===== config.mk =====
export PLATFORM = sky130hd
export DESIGN_NAME = mont_controller
export DESIGN_NICKNAME = d
export VERILOG_FILES = /design/src/logic/mont_pkg.sv /design/src/logic/mont_controller.sv
export VERILOG_INCLUDE_DIRS = /design/src /design/src/include
export SDC_FILE = /design/constraint.sdc
export NUM_CORES = 1
export LEC_CHECK = 0
export ABC_CLOCK_PERIOD_IN_PS = 2600
export BUFFER_PORTS_ARGS = -buffer_cell sky130_fd_sc_hd__clkbuf_2
export CAP_MARGIN = 20
export CORE_MARGIN = 5
export CORE_UTILIZATION = 35
export DETAILED_ROUTE_END_ITERATION = 8
export HOLD_SLACK_MARGIN = 0.15
export PLACE_DENSITY = 0.64
export SYNTH_ARGS = -nofsm -noshare
export SYNTH_HDL_FRONTEND = slang
export SYNTH_SLANG_ARGS = --single-unit

===== constraint.sdc =====
create_clock -name clk -period 2.6 [get_ports clk]
set_input_delay 0.13 -clock clk [delete_from_list [all_inputs] [get_ports clk]]
set_output_delay 0.13 -clock clk [all_outputs]
set_load 0.005 [all_outputs]

===== src/include/mont_macros.svh =====
`ifndef MONT_MACROS_SVH
`define MONT_MACROS_SVH

// Operand and modulus width, must be even
`define MONT_WIDTH 1024

// Accumulator width with headroom for carries and the sign
`define MONT_ACC_WIDTH (`MONT_WIDTH + 4)

// Adder limbs, one per cycle; must divide the accumulator width
`define MONT_LIMB_COUNT 4

`define MONT_LIMB_WIDTH (`MONT_ACC_WIDTH / `MONT_LIMB_COUNT)

// Radix-4 digits of A
`define MONT_ITERATIONS (`MONT_WIDTH / 2)

`endif


===== src/logic/mont_pkg.sv =====
package mont_pkg;

    // Controller states, each add has an issue and a wait state
    typedef enum logic [4:0] {
        IDLE,
        PRE_2B,
        PRE_2B_WAIT,
        PRE_B,
        PRE_B_WAIT,
        PRE_2M,
        PRE_2M_WAIT,
        PRE_M,
        PRE_M_WAIT,
        DIGIT_ADD,
        DIGIT_ADD_WAIT,
        Q_ADD,
        Q_ADD_WAIT,
        FINAL_SUB,
        FINAL_SUB_WAIT,
        DONE
    } mont_state_t;

    typedef enum logic {
        ADD_OP_ADD,
        ADD_OP_SUB
    } add_op_t;

    // Second adder operand
    typedef enum logic [2:0] {
        TERM_ZERO,
        TERM_B,
        TERM_2B,
        TERM_M,
        TERM_2M,
        TERM_DIGIT_B,
        TERM_Q_M
    } term_sel_t;

    typedef enum logic [2:0] {
        ACC_HOLD,
        ACC_CLEAR,
        ACC_LOAD,
        ACC_LOAD_SHIFT,
        ACC_LOAD_IF_NONNEG
    } acc_op_t;

endpackage


===== src/logic/mont_controller.sv =====
`include "mont_macros.svh"

module mont_controller
    import mont_pkg::*;
(
    input  logic      clk,
    input  logic      resetn,
    input  logic      start,
    input  logic      add_done,
    output logic      load,
    output logic      add_start,
    output logic      a_shift,
    output logic      b3_write,
    output logic      m3_write,
    output add_op_t   add_op,
    output term_sel_t term_sel,
    output acc_op_t   acc_op,
    output logic      done
);

    localparam int unsigned CNT_W = $clog2(`MONT_ITERATIONS + 1);
    localparam logic [CNT_W-1:0] LAST_ITER = CNT_W'(`MONT_ITERATIONS - 1);

    mont_state_t      state_q;
    mont_state_t      state_d;
    logic [CNT_W-1:0] iter_q;
    logic             last_iter;

    always_ff @(posedge clk) begin
        if (!resetn) begin
            state_q <= IDLE;
        end else begin
            state_q <= state_d;
        end
    end

    // Iteration counter, advanced on every quotient commit
    always_ff @(posedge clk) begin
        if (!resetn) begin
            iter_q <= '0;
        end else if (load) begin
            iter_q <= '0;
        end else if (a_shift) begin
            iter_q <= iter_q + 1'b1;
        end
    end

    assign last_iter = (iter_q == LAST_ITER);

    // Adder operand held through issue and wait
    always_comb begin
        term_sel = TERM_ZERO;
        add_op   = ADD_OP_ADD;
        case (state_q)
            PRE_2B, PRE_2B_WAIT:       term_sel = TERM_2B;
            PRE_B, PRE_B_WAIT:         term_sel = TERM_B;
            PRE_2M, PRE_2M_WAIT:       term_sel = TERM_2M;
            PRE_M, PRE_M_WAIT:         term_sel = TERM_M;
            DIGIT_ADD, DIGIT_ADD_WAIT: term_sel = TERM_DIGIT_B;
            Q_ADD, Q_ADD_WAIT:         term_sel = TERM_Q_M;
            FINAL_SUB, FINAL_SUB_WAIT: begin
                term_sel = TERM_M;
                add_op   = ADD_OP_SUB;
            end
            default: term_sel = TERM_ZERO;
        endcase
    end

    always_comb begin
        state_d   = state_q;
        load      = 1'b0;
        add_start = 1'b0;
        a_shift   = 1'b0;
        b3_write  = 1'b0;
        m3_write  = 1'b0;
        acc_op    = ACC_HOLD;
        case (state_q)
            IDLE: begin
                if (start) begin
                    load    = 1'b1;
                    acc_op  = ACC_CLEAR;
                    state_d = PRE_2B;
                end
            end
            PRE_2B, PRE_B, PRE_2M, PRE_M, DIGIT_ADD, Q_ADD, FINAL_SUB: begin
                add_start = 1'b1;
                state_d   = mont_state_t'(state_q + 1'b1);
            end
            PRE_2B_WAIT: begin
                if (add_done) begin
                    acc_op  = ACC_LOAD;
                    state_d = PRE_B;
                end
            end
            // 3B captured while C goes back to zero for the 3M build
            PRE_B_WAIT: begin
                if (add_done) begin
                    b3_write = 1'b1;
                    acc_op   = ACC_CLEAR;
                    state_d  = PRE_2M;
                end
            end
            PRE_2M_WAIT: begin
                if (add_done) begin
                    acc_op  = ACC_LOAD;
                    state_d = PRE_M;
                end
            end
            PRE_M_WAIT: begin
                if (add_done) begin
                    m3_write = 1'b1;
                    acc_op   = ACC_CLEAR;
                    state_d  = DIGIT_ADD;
                end
            end
            DIGIT_ADD_WAIT: begin
                if (add_done) begin
                    acc_op  = ACC_LOAD;
                    state_d = Q_ADD;
                end
            end
            Q_ADD_WAIT: begin
                if (add_done) begin
                    acc_op  = ACC_LOAD_SHIFT;
                    a_shift = 1'b1;
                    state_d = last_iter ? FINAL_SUB : DIGIT_ADD;
                end
            end
            FINAL_SUB_WAIT: begin
                if (add_done) begin
                    acc_op  = ACC_LOAD_IF_NONNEG;
                    state_d = DONE;
                end
            end
            default: state_d = IDLE;
        endcase
    end

    assign done = (state_q == DONE);

endmodule


==> results of run 1 <==
## metal layers
layer | GRT usage, % | routed length [µm]
met1 | 15.50 | 1172
met2 | 23.45 | 1272
met3 | 4.318 | 166
met4 | 5.541 | 45
met5 | 0 | 0
## flip-flops by register name, indices dropped and copies added, names as in the netlist
register and flops:
iter_q 10, state_q 5
## path summary, 6_finish.rpt
check | to | depth (start not counted) | from | slack (ps)
hold reg to reg | iter_q[1]$_SDFFE_PP0P_ | 2 | iter_q[1]$_SDFFE_PP0P_ | 480
setup / recovery | acc_op[0] | 7 | state_q[0]$_SDFFE_PN0P_ | 190
setup reg to reg | iter_q[5]$_SDFFE_PP0P_ | 6 | state_q[0]$_SDFFE_PN0P_ | 570
hold / removal | iter_q[1]$_SDFFE_PP0P_ | 3 | add_done | 220
## metrics by stage
stage | cells | utilization [%] | power [mW] | setup WS [ps]
6_report | 180 | 42.02 | 0.7989 | 185.6
5_1_grt | 180 | 42.02 | 0.8648 | 14.83
4_1_cts | 180 | 42.02 | 0.8064 | 177.2
3_5_place_dp | 175 | 40.59 | 0.6547 | 526.9
3_3_place_gp | 175 | 40.59 | 0.6420 | 589.3
2_1_floorplan | 134 | - | 0.5487 | 730.8
## tightest hold or removal path, stage by stage
cell	delay [ps]
clkbuf_2	180
nand3_1	120
a21oi_1	50
## cell type report
class,instances,share of cell area (%)
multi-input combinational,105,58.49
timing repair buffer,17,7.643
tap,31,3.291
clock inverter,1,0.6369
inverter,8,2.548
sequential,15,25.48
clock buffer,3,1.911
## power groups by stage
stage	clock network, mW	logic [mW]	registers [mW]
2_1_floorplan	0	0.290	0.259
3_3_place_gp	0	0.373	0.269
3_5_place_dp	0	0.383	0.271
4_1_cts	0.154	0.386	0.266
5_1_grt	0.165	0.431	0.269
6_report	0.145	0.389	0.266
## cells by family (layout without fill, tap and decap cells)
| logic type | Yosys count | in the layout |
|---|---|---|
| AOI/OAI and AO/OA | 34 | 34 |
| and+or+nand+nor | 60 | 60 |
| DFF | 15 | 15 |
| buffers and inverters | 14 | 29 |
| adders and majority gates | 6 | 6 |
| xor gates and xnor gates | 5 | 5 |
## placed cells by master, fill, tap and decap left out, drive strengths merged
master,instances
clkbuf,19
nor2,16
dfxtp,15
nand2,11
a21oi,11
inv,8
nand3,7
ha,6
o21ai,6
a211oi,5
xor2,5
and3,4
nor2b,3
or4,3
nand3b,3
and4,2
or3,2
nand4,2
o211ai,2
a2111oi,2
and4b,1
or4b,1
a21bo,1
nand2b,1
or2,1
nor3,1
o32ai,1
or2b,1
o2111a,1
and2,1
o22ai,1
a32o,1
a31oi,1
o41ai,1
o21bai,1
clkinvlp,1
dlygate4sd3,1
==> metrics.md, run 1 <==
| Metric | Value |
|---|---|
| Ant diodes | `0` |
| Final ANT Viol Nets | `0` |
| Largest net degree at the start of global routing | `19` |
| Drt pass-1 iters | `4` |
| Via count | `between 1k and 1.5k` |
| Worst-Margin Slew | `roughly 550 ps` |
| WS Path Type | `reg2out` |
| Clk pin slew, worst setup/hold paths | `approximately 100 ps` |
| Yosys warns | `0` |
| Status | `completed` |
| Post-cts gate resize count | `0` |
| Synth area leaders | `dfxtp_1, ha_1, nor2_1` |
| Core area | `roughly 2800 µm²` |
| GPL Wtd Cong | `about 0.86` |
| # rows | `19` |
| Reg area | `between 300 and 400 µm²` |
| Clock share of power | `a little under a fifth` |
| I/O Buffers | `16` |
| Post-synth net total | `between 100 and 150` |
| Multiplexer share of the synthesized area | `0%` |
| # nets final | `160` |
| Final Hold Fails | `0` |
| Maximum clock frequency | `about 410 MHz` |
| Rel. slew slack | `63.06%` |
| Crit start category | `flip-flop` |
| Initial antenna violation count | `0` |
| WL per Instance | `approximately 15 µm` |
| GRT Util Overall | `about 14%` |
| Area occupied by multi-input gates | `689.4 µm²` |
| Number of buffers created by CTS | `3` |
| Crit path buf inv count | `3` |
| Reg power frac | `roughly 33%` |
| Crit path capture type | `output port` |
| Top delay family on crit path | `simple AND/OR/NAND/NOR gates` |
| Post-CTS Hold Fix Bufs | `1` |
| EDFF count, synth | `0` |
| GRT Residual Overflow | `0` |
| Top cell type's share of synthesized area | `between 20% and 30%` |
| CP max-delay cell | `or4_1` |
| Cell count after synthesis | `134` |
| Vias/cell | `5.706` |
| Net Sw Power | `342.6 µW` |
| Clock Latency Late Sink | `between 200 and 300 ps` |
| Post-synthesis cell area | `between 1000 and 1500 µm²` |
| Final WL | `about 2700 µm` |
| Distinct cells, synth | `38` |
| CP max stage delay | `roughly 510 ps` |
| Worst EP required | `between 2000 and 2500 ps` |
| Top-Level Pins | `17` |
| Skew final | `roughly 1.1 ps` |
| Synth cell count leaders | `nor2_1, dfxtp_1, a21oi_1, nand2_1, inv_1` |
| Synthesized-area fraction occupied by adder cells | `~7%` |
| Synth Area in XOR/XNOR | `about 4.2%` |
| Placement-stage cell area | `roughly 1100 µm²` |
| Power Density | `slightly below 700 nW/µm²` |
| Setup_tns | `0 ps` |
| Maximum vdd drop | `302.1 µV` |
| Sequential share of the synthesized area | `between 20% and 30%` |
| Vias in the first global route | `between 900 and 1k` |
| Period utilisation layout | `between 90% and 100%` |
| # fillers | `roughly 300` |
| Internal Pwr Total | `~460 µW` |
| Sink Count | `15` |
| Area Overhead vs Synth | `12.68%` |
| DP Wirelength | `between 1500 and 2000 µm` |
| Critical Path Fanout Max | `9` |
| Net Sw Frac | `42.88%` |
| Die height | `about 65 µm` |
| TritonCTS clock tree | `done` |
| Setup Viol. Count Final | `0` |
| Min Tclk post-route | `between 2000 and 2500 ps` |
| Leakage | `between 0.4 and 0.5 nW` |
| Critical path, cell by cell | `inv_1 -> ha_1 -> and4b_1 -> nand2_1 -> inv_1 -> or4_1 -> clkbuf_2` |
| # H-tree levels | `1` |
| Seq cells post-synth | `15` |
| Share of cells above drive strength 1 | `between 15 and 20%` |
| Cell mode on critical path | `inv_1` |
| Post-synthesis compound-gate area fraction | `about a quarter` |
| Largest family of logic cells by synthesized area | `simple AND/OR/NAND/NOR gates` |
| Post-synth ARST share | `0%` |
| Simple logic cell fraction of the synthesized area | `~31%` |
| Comb pwr share | `approximately half` |
| Area leader, netlist | `dfxtp_1` |
| Post-CTS setup buffer count | `0` |
| RSZ-0062 raised after global routing | `no` |
| Chip width | `between 60 and 70 µm` |
| Avg Cell Area, Syn | `a little under 8 µm²` |
| Root buffer cell | `clkbuf_4` |
| First-pass GRT wire length | `roughly 4500 µm` |
| DR iter-0 viols | `between 50 and 60` |
| Hold WS | `221.7 ps` |
| Design Area, Final | `around 1200 µm²` |
| Cell with the most instances after synthesis | `nor2_1` |
| DIE AREA | `4182 µm²` |
| Number of max-cap violations | `0` |
| Hold Crit Class | `in2reg` |
| CTS Buffer Depth | `2` |
| CP arrival | `2280 ps` |
| DR DRC count | `0` |
| Most common flop cell mapped by yosys | `dfxtp_1` |
| Initial Utilization | `about 37%` |
| Slew Viols, Final | `0` |
(Power assumes the default switching activity.)
==> run 2, diff against run 1 <==
Settings changed: CORE_UTILIZATION 35 to 55, PLACE_DENSITY 0.64 to 0.88.
==> metrics.md, run 2 (synthesized netlist as in run 1, its figures left out) <==
| Metric | Value |
|---|---|
| Status | `completed (unchanged)` |
| GPL Wtd Cong | `0.8811 (was 0.8617)` |
| Slew Viols, Final | `0 (unchanged)` |
| Final Hold Fails | `0 (unchanged)` |
| Regs by FF count | `iter_q: 10 flops, state_q: 5 flops (unchanged)` |
| DIE AREA | `2874 µm² (was 4182 µm²)` |
| Crit path capture type | `output port (unchanged)` |
| Drt pass-1 iters | `4 (unchanged)` |
| Power Density | `678.8 nW/µm² (was 677.8 nW/µm²)` |
| Post-place setup slack | `548.0 ps (was 526.9 ps)` |
| Worst EP required | `2470 ps (about the same)` |
| Vias in the first global route | `1024 (was 968)` |
| Initial Utilization | `59.29% (was 37.29%)` |
| Worst-Margin Slew | `569.5 ps (was 553.3 ps)` |
| TritonCTS clock tree | `done (unchanged)` |
| Inst Count DP | `169 (was 175)` |
| Skew final | `2.242 ps (was 1.127 ps)` |
| Period utilisation layout | `92.68% (was 92.86%)` |
| Clk pin slew, worst setup/hold paths | `80 ps (was 100 ps)` |
| Setup_tns | `0 ps (unchanged)` |
| Number of max-cap violations | `0 (unchanged)` |
| Maximum vdd drop | `473.8 µV (was 302.1 µV)` |
| Area Overhead vs Synth | `10.65% (was 12.68%)` |
| Post-cts gate resize count | `0 (unchanged)` |
| Reg area | `300.3 µm² (unchanged)` |
| Crit start category | `flip-flop (unchanged)` |
| Post-CTS Hold Fix Bufs | `0 (was 1)` |
| WL per Instance | `14.79 µm (was 14.76 µm)` |
| CP max-delay cell | `or4_1 (unchanged)` |
| Share of cells above drive strength 1 | `16.22% (was 16.78%)` |
| Rel. slew slack | `61.98% (was 63.06%)` |
| Sink Count | `15 (unchanged)` |
| Placement-stage cell area | `1131 µm² (was 1139 µm²)` |
| Biggest register | `iter_q (unchanged)` |
| Area occupied by multi-input gates | `689.4 µm² (unchanged)` |
| Min Tclk post-route | `2410 ps (was 2414 ps)` |
| DR DRC count | `0 (unchanged)` |
| Final WL | `2558 µm (was 2657 µm)` |
| Critical path, cell by cell | `inv_1 -> ha_1 -> and4b_1 -> nand2_1 -> inv_1 -> or4_1 -> clkbuf_2 (unchanged)` |
| GRT Residual Overflow | `0 (unchanged)` |
| First-pass GRT wire length | `4326 µm (was 4498 µm)` |
| # nets final | `159 (was 160)` |
| I/O Buffers | `16 (unchanged)` |
| Chip width | `53.61 µm (was 64.67 µm)` |
| Setup Viol. Count Final | `0 (unchanged)` |
| Critical Path Fanout Max | `9 (unchanged)` |
| Final ANT Viol Nets | `0 (unchanged)` |
| Initial antenna violation count | `0 (unchanged)` |
| Hold Crit Class | `in2reg (unchanged)` |
| RSZ-0062 raised after global routing | `no (unchanged)` |
| Core area | `1764 µm² (was 2805 µm²)` |
| Top-Level Pins | `17 (unchanged)` |
| WS Path Type | `reg2out (unchanged)` |
| Largest net degree at the start of global routing | `19 (unchanged)` |
| Vias/cell | `6.237 (was 5.706)` |
| Clock Latency Late Sink | `280 ps (was 290 ps)` |
| Maximum clock frequency | `415.0 MHz (was 414.2 MHz)` |
| DP Wirelength | `1893 µm (was 1957 µm)` |
| # rows | `15 (was 19)` |
| Non-filler cells, final | `173 (was 180)` |
| Root buffer cell | `clkbuf_4 (unchanged)` |
| CP max stage delay | `510 ps (about the same)` |
| # fillers | `166 (was 297)` |
| GRT Util Overall | `20.31% (was 13.58%)` |
| Cell mode on critical path | `inv_1 (unchanged)` |
| Number of buffers created by CTS | `3 (unchanged)` |
| Via count | `1079 (was 1027)` |
| Final worst slack | `190.3 ps (was 185.6 ps)` |
| Max reg flops | `10 (unchanged)` |
| # H-tree levels | `1 (unchanged)` |
| Ant diodes | `0 (unchanged)` |
| Post-CTS setup buffer count | `0 (unchanged)` |
| Design Area, Final | `1157 µm² (was 1179 µm²)` |
| Leakage | `0.4837 nW (was 0.4868 nW)` |
| DR iter-0 viols | `61 (was 54)` |
| CP arrival | `2280 ps (about the same)` |
| Most frequent cells in the layout | `nor2_1, clkbuf_2, dfxtp_1 (unchanged)` |
| Die height | `53.61 µm (was 64.67 µm)` |
| CTS Buffer Depth | `2 (unchanged)` |
-- run 2: cell types whose count changed in the layout (fill, tap and decap cells not counted), sizes merged --
cell,previous run,this run
clkinvlp,1,0
dlygate4sd3,1,0
clkbuf,19,20
-- run 2: power by group --
group / internal, mW / leakage [nW] / switching, mW
Combinational: 0.153 / 0.347 / 0.235
Sequential: 0.244 / 0.121 / 0.0226
Clock: 0.0597 / 0.0150 / 0.0714
Total: 0.457 / 0.484 / 0.329
-- run 2: worst paths after layout --
path | startpoint | to | slack (ps) | cells after the start
worst min-delay path | resetn | state_q[3]$_SDFFE_PN0P_ | 150 | 3
worst max register to register | state_q[0]$_SDFFE_PN0P_ | state_q[2]$_SDFFE_PN0P_ | 570 | 6
worst max-delay path | state_q[0]$_SDFFE_PN0P_ | acc_op[0] | 190 | 7
worst min register to register | iter_q[1]$_SDFFE_PP0P_ | iter_q[1]$_SDFFE_PP0P_ | 490 | 2
-- run 2: layout make-up --
type,count,share of cell area [%]
timing repair buffer,16,6.919
tap,25,2.703
clock buffer,4,2.270
inverter,8,2.595
multi-input combinational,105,59.57
sequential,15,25.95
-- run 2: critical path: cells and delay by family, from the launching register on --
family                   cells  cell delay [ps]
adder cells (fa/ha/maj)      1              310
AND/OR/NAND/NOR              3             1000
flip-flops                   1              390
buffers and inverters        3              300
-- run 2: routing by layer --
layer	part of all wire (%)	GRT usage, %	routed length, µm	up-vias
met2	51	37.76	1311	49
li1	-	-	-	521
met1	39	22.56	1000	499
met4	1.6	4.255	42	0
met5	0	0	0	-
met3	7.9	6.094	203	10
-- run 2: stage by stage --
stage	total power, mW	util, %	hold slack, ps
2_1_floorplan	0.5487	-	267.9
3_5_place_dp	0.6477	64.11	456.6
3_3_place_gp	0.6338	64.11	445.8
6_report	0.7856	65.60	153.3
4_1_cts	0.7801	65.60	153.2
5_1_grt	0.8384	65.60	161.3
